## config.mk

```make
export PLATFORM = sky130hd
export DESIGN_NAME = apu_top
export DESIGN_NICKNAME = d
export VERILOG_FILES = /design/src/verilog/apu_bus_pkg.sv /design/src/verilog/apu_audio_pkg.sv /design/src/verilog/apu_bus_ctrl.sv /design/src/verilog/apu_pulse.sv /design/src/verilog/apu_noise.sv /design/src/verilog/apu_triangle.sv /design/src/verilog/apu_mixer.sv /design/src/verilog/apu_top.sv
export VERILOG_INCLUDE_DIRS = /design/src /design/src/include
export SDC_FILE = /design/constraint.sdc
export NUM_CORES = 1
export LEC_CHECK = 0
export BUFFER_PORTS_ARGS = -buffer_cell sky130_fd_sc_hd__buf_2
export CORE_MARGIN = 2
export CORE_UTILIZATION = 65
export CTS_BUF_LIST = sky130_fd_sc_hd__clkbuf_16
export DETAILED_ROUTE_END_ITERATION = 16
export PLACE_DENSITY = 0.92
export SYNTH_ARGS = -nofsm -noshare
export SYNTH_HDL_FRONTEND = slang
export SYNTH_HIERARCHICAL = 1
export SYNTH_SLANG_ARGS = --single-unit
```

## constraint.sdc

```tcl
create_clock -name clk_i -period 6.6 [get_ports clk_i]
set_input_delay 0.66 -clock clk_i [delete_from_list [all_inputs] [get_ports clk_i]]
set_output_delay 0.66 -clock clk_i [all_outputs]
set_load 0.02 [all_outputs]
```

## src/include/apu_settings.svh

```systemverilog
`ifndef APU_SETTINGS_SVH
`define APU_SETTINGS_SVH

// bus geometry
`define APU_XLEN 32
`define APU_ADDR_BITS 16

// clk_i cycles per apu tick
`define APU_CLK_DIV 3

// linear mixer weights
// pulse term is (p1 + p2) * weight
`define APU_PULSE_WEIGHT 8
// tnd term is (3 * tri + 2 * noise) * weight
`define APU_TND_WEIGHT 4

// lfsr start value, must be nonzero
`define APU_NOISE_SEED 15'h0001

`endif

```

## src/verilog/apu_bus_pkg.sv

```systemverilog
`include "apu_settings.svh"

package apu_bus_pkg;

  typedef logic [`APU_XLEN-1:0] bus_data_t;
  typedef logic [`APU_ADDR_BITS-3:0] bus_addr_t;
  typedef logic [7:0] reg_byte_t;
  typedef logic [4:0] reg_index_t;

  typedef struct packed {
    logic [1:0]  duty;
    logic [3:0]  volume;
    logic [10:0] timer;
  } pulse_regs_t;

  typedef struct packed {
    logic [10:0] timer;
  } tri_regs_t;

  typedef struct packed {
    logic [3:0] volume;
    logic       mode;
    logic [3:0] period;
  } noise_regs_t;

  // enable bits as in register 21: noise, triangle, pulse2, pulse1
  typedef struct packed {
    pulse_regs_t pulse1;
    pulse_regs_t pulse2;
    tri_regs_t   triangle;
    noise_regs_t noise;
    logic [3:0]  enable;
  } apu_regs_t;

endpackage

```

## src/verilog/apu_audio_pkg.sv

```systemverilog
package apu_audio_pkg;

  // per-channel output level
  typedef logic [3:0] level_t;

  // pulse and triangle period counters
  typedef logic [10:0] timer11_t;

  // noise periods reach 4068
  typedef logic [11:0] timer12_t;

  // mixed output
  typedef logic [15:0] sample_t;

  typedef enum logic [1:0] {
    bus_idle   = 2'b00,
    bus_decode = 2'b01,
    bus_done   = 2'b10
  } bus_state_t;

endpackage

```

## src/verilog/apu_bus_ctrl.sv

```systemverilog
`timescale 1ns/1ps
`include "apu_settings.svh"

module apu_bus_ctrl (
  input  logic                   clk_i,
  input  logic                   rst_i,
  input  logic                   cyc_i,
  input  logic                   stb_i,
  input  logic                   we_i,
  input  apu_bus_pkg::bus_addr_t adr_i,
  input  logic [3:0]             sel_i,
  input  apu_bus_pkg::bus_data_t dat_i,
  output apu_bus_pkg::bus_data_t dat_o,
  output logic                   ack_o,
  output apu_bus_pkg::apu_regs_t regs_o,
  output logic                   apu_tick_o,
  output logic                   cpu_tick_o
);
  import apu_bus_pkg::*;
  import apu_audio_pkg::*;

  localparam int num_regs = 22;
  localparam int div_w = $clog2(`APU_CLK_DIV);

  bus_state_t state_q;
  logic [1:0] section_q;
  reg_index_t index_q;
  logic [1:0] lane;
  reg_byte_t  regs_q [num_regs];
  logic       hit;
  logic [div_w-1:0] div_cnt_q;

  always_comb begin
    case (sel_i)
      4'b0010: lane = 2'd1;
      4'b0100: lane = 2'd2;
      4'b1000: lane = 2'd3;
      default: lane = 2'd0;
    endcase
  end

  // only section 00 is backed by registers
  assign hit = (section_q == 2'b00) && (index_q < reg_index_t'(num_regs));

  always_ff @(posedge clk_i) begin
    if (rst_i) begin
      state_q <= bus_idle;
      ack_o <= 1'b0;
      for (int i = 0; i < num_regs; i++) begin
        regs_q[i] <= '0;
      end
    end else begin
      case (state_q)
        bus_idle: begin
          if (stb_i && cyc_i) begin
            section_q <= adr_i[12:11];
            index_q <= {adr_i[2:0], lane};
            state_q <= bus_decode;
          end
        end
        bus_decode: begin
          if (we_i && hit) begin
            regs_q[index_q] <= dat_i[7:0];
          end
          if (!we_i) begin
            dat_o <= hit ? bus_data_t'(regs_q[index_q]) : '0;
          end
          ack_o <= 1'b1;
          state_q <= bus_done;
        end
        default: begin
          ack_o <= 1'b0;
          state_q <= bus_idle;
        end
      endcase
    end
  end

  always_comb begin
    regs_o.pulse1.duty = regs_q[0][7:6];
    regs_o.pulse1.volume = regs_q[0][3:0];
    regs_o.pulse1.timer = {regs_q[3][2:0], regs_q[2]};
    regs_o.pulse2.duty = regs_q[4][7:6];
    regs_o.pulse2.volume = regs_q[4][3:0];
    regs_o.pulse2.timer = {regs_q[7][2:0], regs_q[6]};
    regs_o.triangle.timer = {regs_q[11][2:0], regs_q[10]};
    regs_o.noise.volume = regs_q[12][3:0];
    regs_o.noise.mode = regs_q[14][7];
    regs_o.noise.period = regs_q[14][3:0];
    regs_o.enable = regs_q[21][3:0];
  end

  // tick timebase
  always_ff @(posedge clk_i) begin
    if (rst_i) begin
      div_cnt_q <= '0;
      apu_tick_o <= 1'b0;
      cpu_tick_o <= 1'b0;
    end else begin
      cpu_tick_o <= ~cpu_tick_o;
      apu_tick_o <= (div_cnt_q == div_w'(`APU_CLK_DIV - 1));
      if (div_cnt_q == div_w'(`APU_CLK_DIV - 1)) begin
        div_cnt_q <= '0;
      end else begin
        div_cnt_q <= div_cnt_q + 1'b1;
      end
    end
  end

  ack_single_cycle: assert property (@(posedge clk_i) disable iff (rst_i) ack_o |=> !ack_o);

endmodule

```

## src/verilog/apu_pulse.sv

```systemverilog
`timescale 1ns/1ps

module apu_pulse (
  input  logic                    clk_i,
  input  logic                    rst_i,
  input  logic                    tick_i,
  input  logic                    enable_i,
  input  logic [1:0]              duty_i,
  input  apu_audio_pkg::level_t   volume_i,
  input  apu_audio_pkg::timer11_t timer_i,
  output apu_audio_pkg::level_t   level_o
);
  import apu_audio_pkg::*;

  timer11_t   count_q;
  logic [2:0] step_q;
  level_t     level_q;
  logic [7:0] pattern;

  // 12.5, 25, 50 and inverted 25 percent
  function automatic logic [7:0] duty_pattern(input logic [1:0] duty);
    case (duty)
      2'd0: return 8'b1000_0000;
      2'd1: return 8'b1100_0000;
      2'd2: return 8'b1111_0000;
      default: return 8'b0011_1111;
    endcase
  endfunction

  assign pattern = duty_pattern(duty_i);

  always_ff @(posedge clk_i) begin
    if (rst_i) begin
      count_q <= '0;
      step_q <= '0;
      level_q <= '0;
    end else if (tick_i) begin
      if (!enable_i) begin
        level_q <= '0;
      end else if (count_q == '0) begin
        count_q <= timer_i;
        step_q <= step_q - 3'd1;
        level_q <= pattern[step_q] ? volume_i : '0;
      end else begin
        count_q <= count_q - 1'b1;
      end
    end
  end

  assign level_o = level_q;

endmodule

```

## src/verilog/apu_noise.sv

```systemverilog
`timescale 1ns/1ps
`include "apu_settings.svh"

module apu_noise (
  input  logic                  clk_i,
  input  logic                  rst_i,
  input  logic                  tick_i,
  input  logic                  enable_i,
  input  logic                  mode_i,
  input  logic [3:0]            period_i,
  input  apu_audio_pkg::level_t volume_i,
  output apu_audio_pkg::level_t level_o
);
  import apu_audio_pkg::*;

  timer12_t    count_q;
  logic [14:0] lfsr_q;
  logic        feedback;
  level_t      level_q;

  // ntsc noise periods
  function automatic timer12_t noise_period(input logic [3:0] idx);
    case (idx)
      4'd0: return 12'd4;
      4'd1: return 12'd8;
      4'd2: return 12'd16;
      4'd3: return 12'd32;
      4'd4: return 12'd64;
      4'd5: return 12'd96;
      4'd6: return 12'd128;
      4'd7: return 12'd160;
      4'd8: return 12'd202;
      4'd9: return 12'd254;
      4'd10: return 12'd380;
      4'd11: return 12'd508;
      4'd12: return 12'd762;
      4'd13: return 12'd1016;
      4'd14: return 12'd2034;
      default: return 12'd4068;
    endcase
  endfunction

  // short mode taps bit 6
  assign feedback = lfsr_q[0] ^ (mode_i ? lfsr_q[6] : lfsr_q[1]);

  always_ff @(posedge clk_i) begin
    if (rst_i) begin
      count_q <= '0;
      lfsr_q <= `APU_NOISE_SEED;
      level_q <= '0;
    end else if (tick_i) begin
      if (!enable_i) begin
        lfsr_q <= `APU_NOISE_SEED;
        level_q <= '0;
      end else begin
        level_q <= lfsr_q[0] ? volume_i : '0;
        if (count_q == '0) begin
          count_q <= noise_period(period_i);
          lfsr_q <= {feedback, lfsr_q[14:1]};
        end else begin
          count_q <= count_q - 1'b1;
        end
      end
    end
  end

  assign level_o = level_q;

  lfsr_nonzero: assert property (@(posedge clk_i) disable iff (rst_i) lfsr_q != '0);

endmodule

```

## src/verilog/apu_triangle.sv

```systemverilog
`timescale 1ns/1ps

module apu_triangle (
  input  logic                    clk_i,
  input  logic                    rst_i,
  input  logic                    tick_i,
  input  logic                    enable_i,
  input  apu_audio_pkg::timer11_t timer_i,
  output apu_audio_pkg::level_t   level_o
);
  import apu_audio_pkg::*;

  timer11_t   count_q;
  logic [4:0] step_q;
  level_t     level_q;

  // falls 15..0 over the first half, rises 0..15 over the second
  function automatic level_t tri_value(input logic [4:0] step);
    if (step[4]) begin
      return step[3:0];
    end
    return ~step[3:0];
  endfunction

  always_ff @(posedge clk_i) begin
    if (rst_i) begin
      count_q <= '0;
      step_q <= '0;
      level_q <= '0;
    end else if (tick_i && enable_i) begin
      // disabled channel keeps its last level
      if (count_q == '0) begin
        count_q <= timer_i;
        step_q <= step_q + 5'd1;
        level_q <= tri_value(step_q);
      end else begin
        count_q <= count_q - 1'b1;
      end
    end
  end

  assign level_o = level_q;

endmodule

```

## src/verilog/apu_mixer.sv

```systemverilog
`timescale 1ns/1ps
`include "apu_settings.svh"

module apu_mixer (
  input  logic                   clk_i,
  input  logic                   rst_i,
  input  apu_audio_pkg::level_t  pulse1_i,
  input  apu_audio_pkg::level_t  pulse2_i,
  input  apu_audio_pkg::level_t  triangle_i,
  input  apu_audio_pkg::level_t  noise_i,
  output apu_audio_pkg::sample_t audio_o
);
  import apu_audio_pkg::*;

  // two full pulses and a full triangle plus noise
  localparam int max_sample = 30 * `APU_PULSE_WEIGHT + 75 * `APU_TND_WEIGHT;

  sample_t pulse_term;
  sample_t tnd_index;
  sample_t tnd_term;

  assign pulse_term = (sample_t'(pulse1_i) + sample_t'(pulse2_i))
                      * sample_t'(`APU_PULSE_WEIGHT);
  assign tnd_index = sample_t'(triangle_i) * 16'd3 + sample_t'(noise_i) * 16'd2;
  assign tnd_term = tnd_index * sample_t'(`APU_TND_WEIGHT);

  always_ff @(posedge clk_i) begin
    if (rst_i) begin
      audio_o <= '0;
    end else begin
      audio_o <= pulse_term + tnd_term;
    end
  end

  sample_in_range: assert property (
    @(posedge clk_i) disable iff (rst_i) audio_o <= sample_t'(max_sample)
  );

endmodule

```

## src/verilog/apu_top.sv

```systemverilog
`timescale 1ns/1ps

module apu_top (
  input  logic                   clk_i,
  input  logic                   rst_i,
  input  logic                   cyc_i,
  input  logic                   stb_i,
  input  logic                   we_i,
  input  apu_bus_pkg::bus_addr_t adr_i,
  input  logic [3:0]             sel_i,
  input  apu_bus_pkg::bus_data_t dat_i,
  output apu_bus_pkg::bus_data_t dat_o,
  output logic                   ack_o,
  output apu_audio_pkg::sample_t audio_o
);
  import apu_bus_pkg::*;
  import apu_audio_pkg::*;

  apu_regs_t regs;
  logic      apu_tick;
  logic      cpu_tick;
  level_t    pulse1_level;
  level_t    pulse2_level;
  level_t    noise_level;
  level_t    tri_level;

  apu_bus_ctrl u_bus_ctrl (
    .clk_i(clk_i), .rst_i(rst_i),
    .cyc_i(cyc_i), .stb_i(stb_i), .we_i(we_i), .adr_i(adr_i), .sel_i(sel_i),
    .dat_i(dat_i), .dat_o(dat_o), .ack_o(ack_o),
    .regs_o(regs), .apu_tick_o(apu_tick), .cpu_tick_o(cpu_tick)
  );

  apu_pulse u_pulse1 (
    .clk_i(clk_i), .rst_i(rst_i), .tick_i(apu_tick), .enable_i(regs.enable[0]),
    .duty_i(regs.pulse1.duty), .volume_i(regs.pulse1.volume),
    .timer_i(regs.pulse1.timer), .level_o(pulse1_level)
  );

  apu_pulse u_pulse2 (
    .clk_i(clk_i), .rst_i(rst_i), .tick_i(apu_tick), .enable_i(regs.enable[1]),
    .duty_i(regs.pulse2.duty), .volume_i(regs.pulse2.volume),
    .timer_i(regs.pulse2.timer), .level_o(pulse2_level)
  );

  // triangle runs off the faster cpu tick
  apu_triangle u_triangle (
    .clk_i(clk_i), .rst_i(rst_i), .tick_i(cpu_tick), .enable_i(regs.enable[2]),
    .timer_i(regs.triangle.timer), .level_o(tri_level)
  );

  apu_noise u_noise (
    .clk_i(clk_i), .rst_i(rst_i), .tick_i(apu_tick), .enable_i(regs.enable[3]),
    .mode_i(regs.noise.mode), .period_i(regs.noise.period),
    .volume_i(regs.noise.volume), .level_o(noise_level)
  );

  apu_mixer u_mixer (
    .clk_i(clk_i), .rst_i(rst_i),
    .pulse1_i(pulse1_level), .pulse2_i(pulse2_level),
    .triangle_i(tri_level), .noise_i(noise_level),
    .audio_o(audio_o)
  );

endmodule

```

==> impl_metrics.toml <==
[critical_path]
critical_path_class = "flip-flop to flip-flop"
startpoint_type = "flip-flop"
slowest_delay_ns = 0.94
cp_max_fo = 120
cp_slowest_cell = "edfxtp_1"
required_ns = 6.83
crit_arrival_ns = 3.56
path_cells = "buf_12 -> mux2i_1 -> o22ai_1 -> nor4_1 -> a21oi_1"
crit_path_end_kind = "flip-flop"

[logic_synthesis]
yosysSeqAreaShare_pct = 56.2
synth_compound_area_share_pct = 9.32
yosys_warnings = 6
synth.area.top_cells = "edfxtp_1 (45%), dfxtp_1 (11%), mux2i_1 (8.0%)"
postSynthAreaPerCell_um2 = 12.1
synth_seq_cells = 373
synth_top_family_by_area = "simple AND/OR/NAND/NOR gates"
synth_xor_area_share_pct = 1.02
synth_top_area_share_pct = 45.0
synth_async_sr_flop_share_pct = 0
synth_area_um2 = 18100
synthAdderAreaFrac_pct = 2.67
synthMuxAreaShare_pct = 7.96
yosys.area.top_type = "edfxtp_1"
synth-edff-count = 271
synthFlopType = "edfxtp_1"
synth_cell_types = 80
yosys.area_share.simple_pct = 17.2
syn_inst = 1497

[power]
leakagePower_nw = 7.61
ir_drop_v = 0.000231
power_density_nw_per_um2 = 262

[sta]
final-setup-viol-count = 0
fin_hold_ws_ns = 0.305
final-hold-violation-count = 0
slew_headroom_pct = 19.0
final.period_utilization_pct = 50.5
slew_violations = 0
rsz0062_at_grt = "no"
worst_pin_slew_ns = 1.22
fin_skew_ns = 0.0175
timing.final.crit_period_ns = 3.33
clock.fmax_ghz = 0.300
fin_setup_tns_ns = 0
setup_slack_ns = 3.27

[die]
num_rows = 61
die_h_um = 171
dieArea_um2 = 29200
core_area_um2 = 27600
die_x_um = 171
initial_core_util_pct = 65.5
ios = 104

[clock_tree]
htreeDepth = 2
cts_made_buffers = 38
cts_tree = "yes"
cts.sinks = 373
max-clock-path-buffers = 3
cts_root_buffer = "clkbuf_16"
ctsResizeCount = 0
ctsHoldBuffers = 0
post_cts_buffers = 0
clk_latency_ns = 0.53
clk_pin_slew_worst_paths_ns = 0.06

[min_path]
hold_path.class = "primary input to flip-flop"

[grt]
antenna_found_initial = 0
grt_pass1_vias = 11800
grt_pass1_wl_um = 62800
grt_max_degree = 121
grt_use_total_pct = 28.1
gr-total-overflow = 0

[routing]
first_pass_iters = 6
ant_nets = 0
post_drt_wl_per_cell_um = 20.9
drt_iter0_drc = 1814
drc = 0
routed_via_density = 6.29
route.vias.total = 12200
routed_wl_um = 40600

[layout]
antenna_cells = 0
synthToLayoutAreaGrowth_pct = 7.79
drive_gt1_share_pct = 9.76
nets = 1630

[place]
dp_hpwl_um = 25900
finalWeightedCongestion = 0.866
port_buffers = 38
place_ws_ns = 3.26

[outcome]
status = "finished, final reports clean"

[run]
drv_cap = 0
cell type report:
cell class,instances,area [µm²]
well taps,378,473
clock buffers,39,976
multi-input cells,1054,7330
repair buffers,40,220
clock inverters,29,201
fillers,1760,8120
flip-flops and latches,373,10200
inverters,33,126
placed cells by master (no fill, tap or decap), types with 22 or more instances in the layout:
cell type	n
a21oi_1	36
and2_1	180
buf_2	37
nor3_1	22
o22ai_1	68
clkbuf_16	39
ha_1	29
nor2_1	68
edfxtp_1	271
dfxtp_1	102
inv_1	42
mux2i_1	144
nor4_1	28
a31oi_1	22
conb_1	112
nand2_1	34
worst paths after layout:
path	from	end	slack, ns	cells after the start
worst max-delay path	u_bus_ctrl/index_q[1]	u_bus_ctrl/dat_o[7]	3.27	5
worst max register to register	u_bus_ctrl/index_q[1]	u_bus_ctrl/dat_o[7]	3.27	5
worst min-delay path	adr_i[12]	u_bus_ctrl/section_q[1]	0.30	1
worst min register to register	u_bus_ctrl/div_cnt_q[0]	u_bus_ctrl/div_cnt_q[0]	0.42	1
synth_stat cells (all sizes together), types with 7 or more instances:
cell	instances
edfxtp	271
and2	180
mux2i	144
buf	103
dfxtp	102
nor2	88
o22ai	68
clkbuf	44
a21oi	37
nand2	35
inv	33
nor4	33
ha	29
or2	25
a31oi	22
nor3	22
o21ai	21
nand3	20
xnor2	17
a22oi	16
a211oi	13
nand2b	12
nand4b	11
or4	11
a22o	10
nand4	10
o21a	9
a21o	7
nor2b	7
o31ai	7
or3	7
or4b	7
per-layer routing:
layer	part of all wire [%]	wire, µm	vias to the layer above	GRT usage, %
li1	-	-	5484	-
met1	38	15600	5915	36.1
met2	49	19900	723	47.8
met3	9.0	3670	120	4.35
met4	3.5	1420	0	11.8
met5	0	0	-	0
state kept, by name, summed over array words and instances, names as in the netlist, 3 cells and up:
signal              cells
u_bus_ctrl/regs_q     256
u_noise/lfsr_q         15
u_noise/count_q        12
u_pulse1/count_q       11
u_pulse2/count_q       11
u_triangle/count_q     11
u_bus_ctrl/dat_o        8
u_mixer/audio_o         8
u_bus_ctrl/index_q      5
u_triangle/step_q       5
u_noise/level_o         4
u_pulse1/level_o        4
u_pulse2/level_o        4
u_triangle/level_o      4
u_pulse1/step_q         3
u_pulse2/step_q         3
critical path: cells and delay by family (launching register included):
family | cells | cell delay (ns)
DFF | 1 | 0.94
and+or+nand+nor | 1 | 0.49
AOI/OAI and AO/OA | 2 | 0.35
buffers and inverters | 1 | 0.71
muxes | 1 | 0.42
per-stage QoR:
step	instance area, µm²	total power, mW	std cells	utilization [%]
global route	19500	5.27	1946	70.6
global placement	18300	3.07	1878	66.3
floorplan	18500	3.01	1607	-
finish	19500	5.12	1946	70.6
CTS	19500	5.13	1946	70.6
detailed placement	18300	3.10	1878	66.3
logic make-up (layout without fill, tap and decap cells):
family                     after synthesis  count (layout)
muxes                                  144             144
adders and majority gates               35              35
other                                    2             112
xor gates and xnor gates                21              21
AOI/OAI and AO/OA                      246             246
and+or+nand+nor                        496             496
buffers and inverters                  180             141
DFF                                    373             373
report_power, final:
| group | switching, mW | internal, mW |
|---|---|---|
| Sequential | 0.0644 | 2.61 |
| Clock | 0.866 | 1.19 |
| Combinational | 0.261 | 0.129 |
| Total | 1.19 | 3.92 |
No activity file was read; power rests on OpenSTA's default activity.
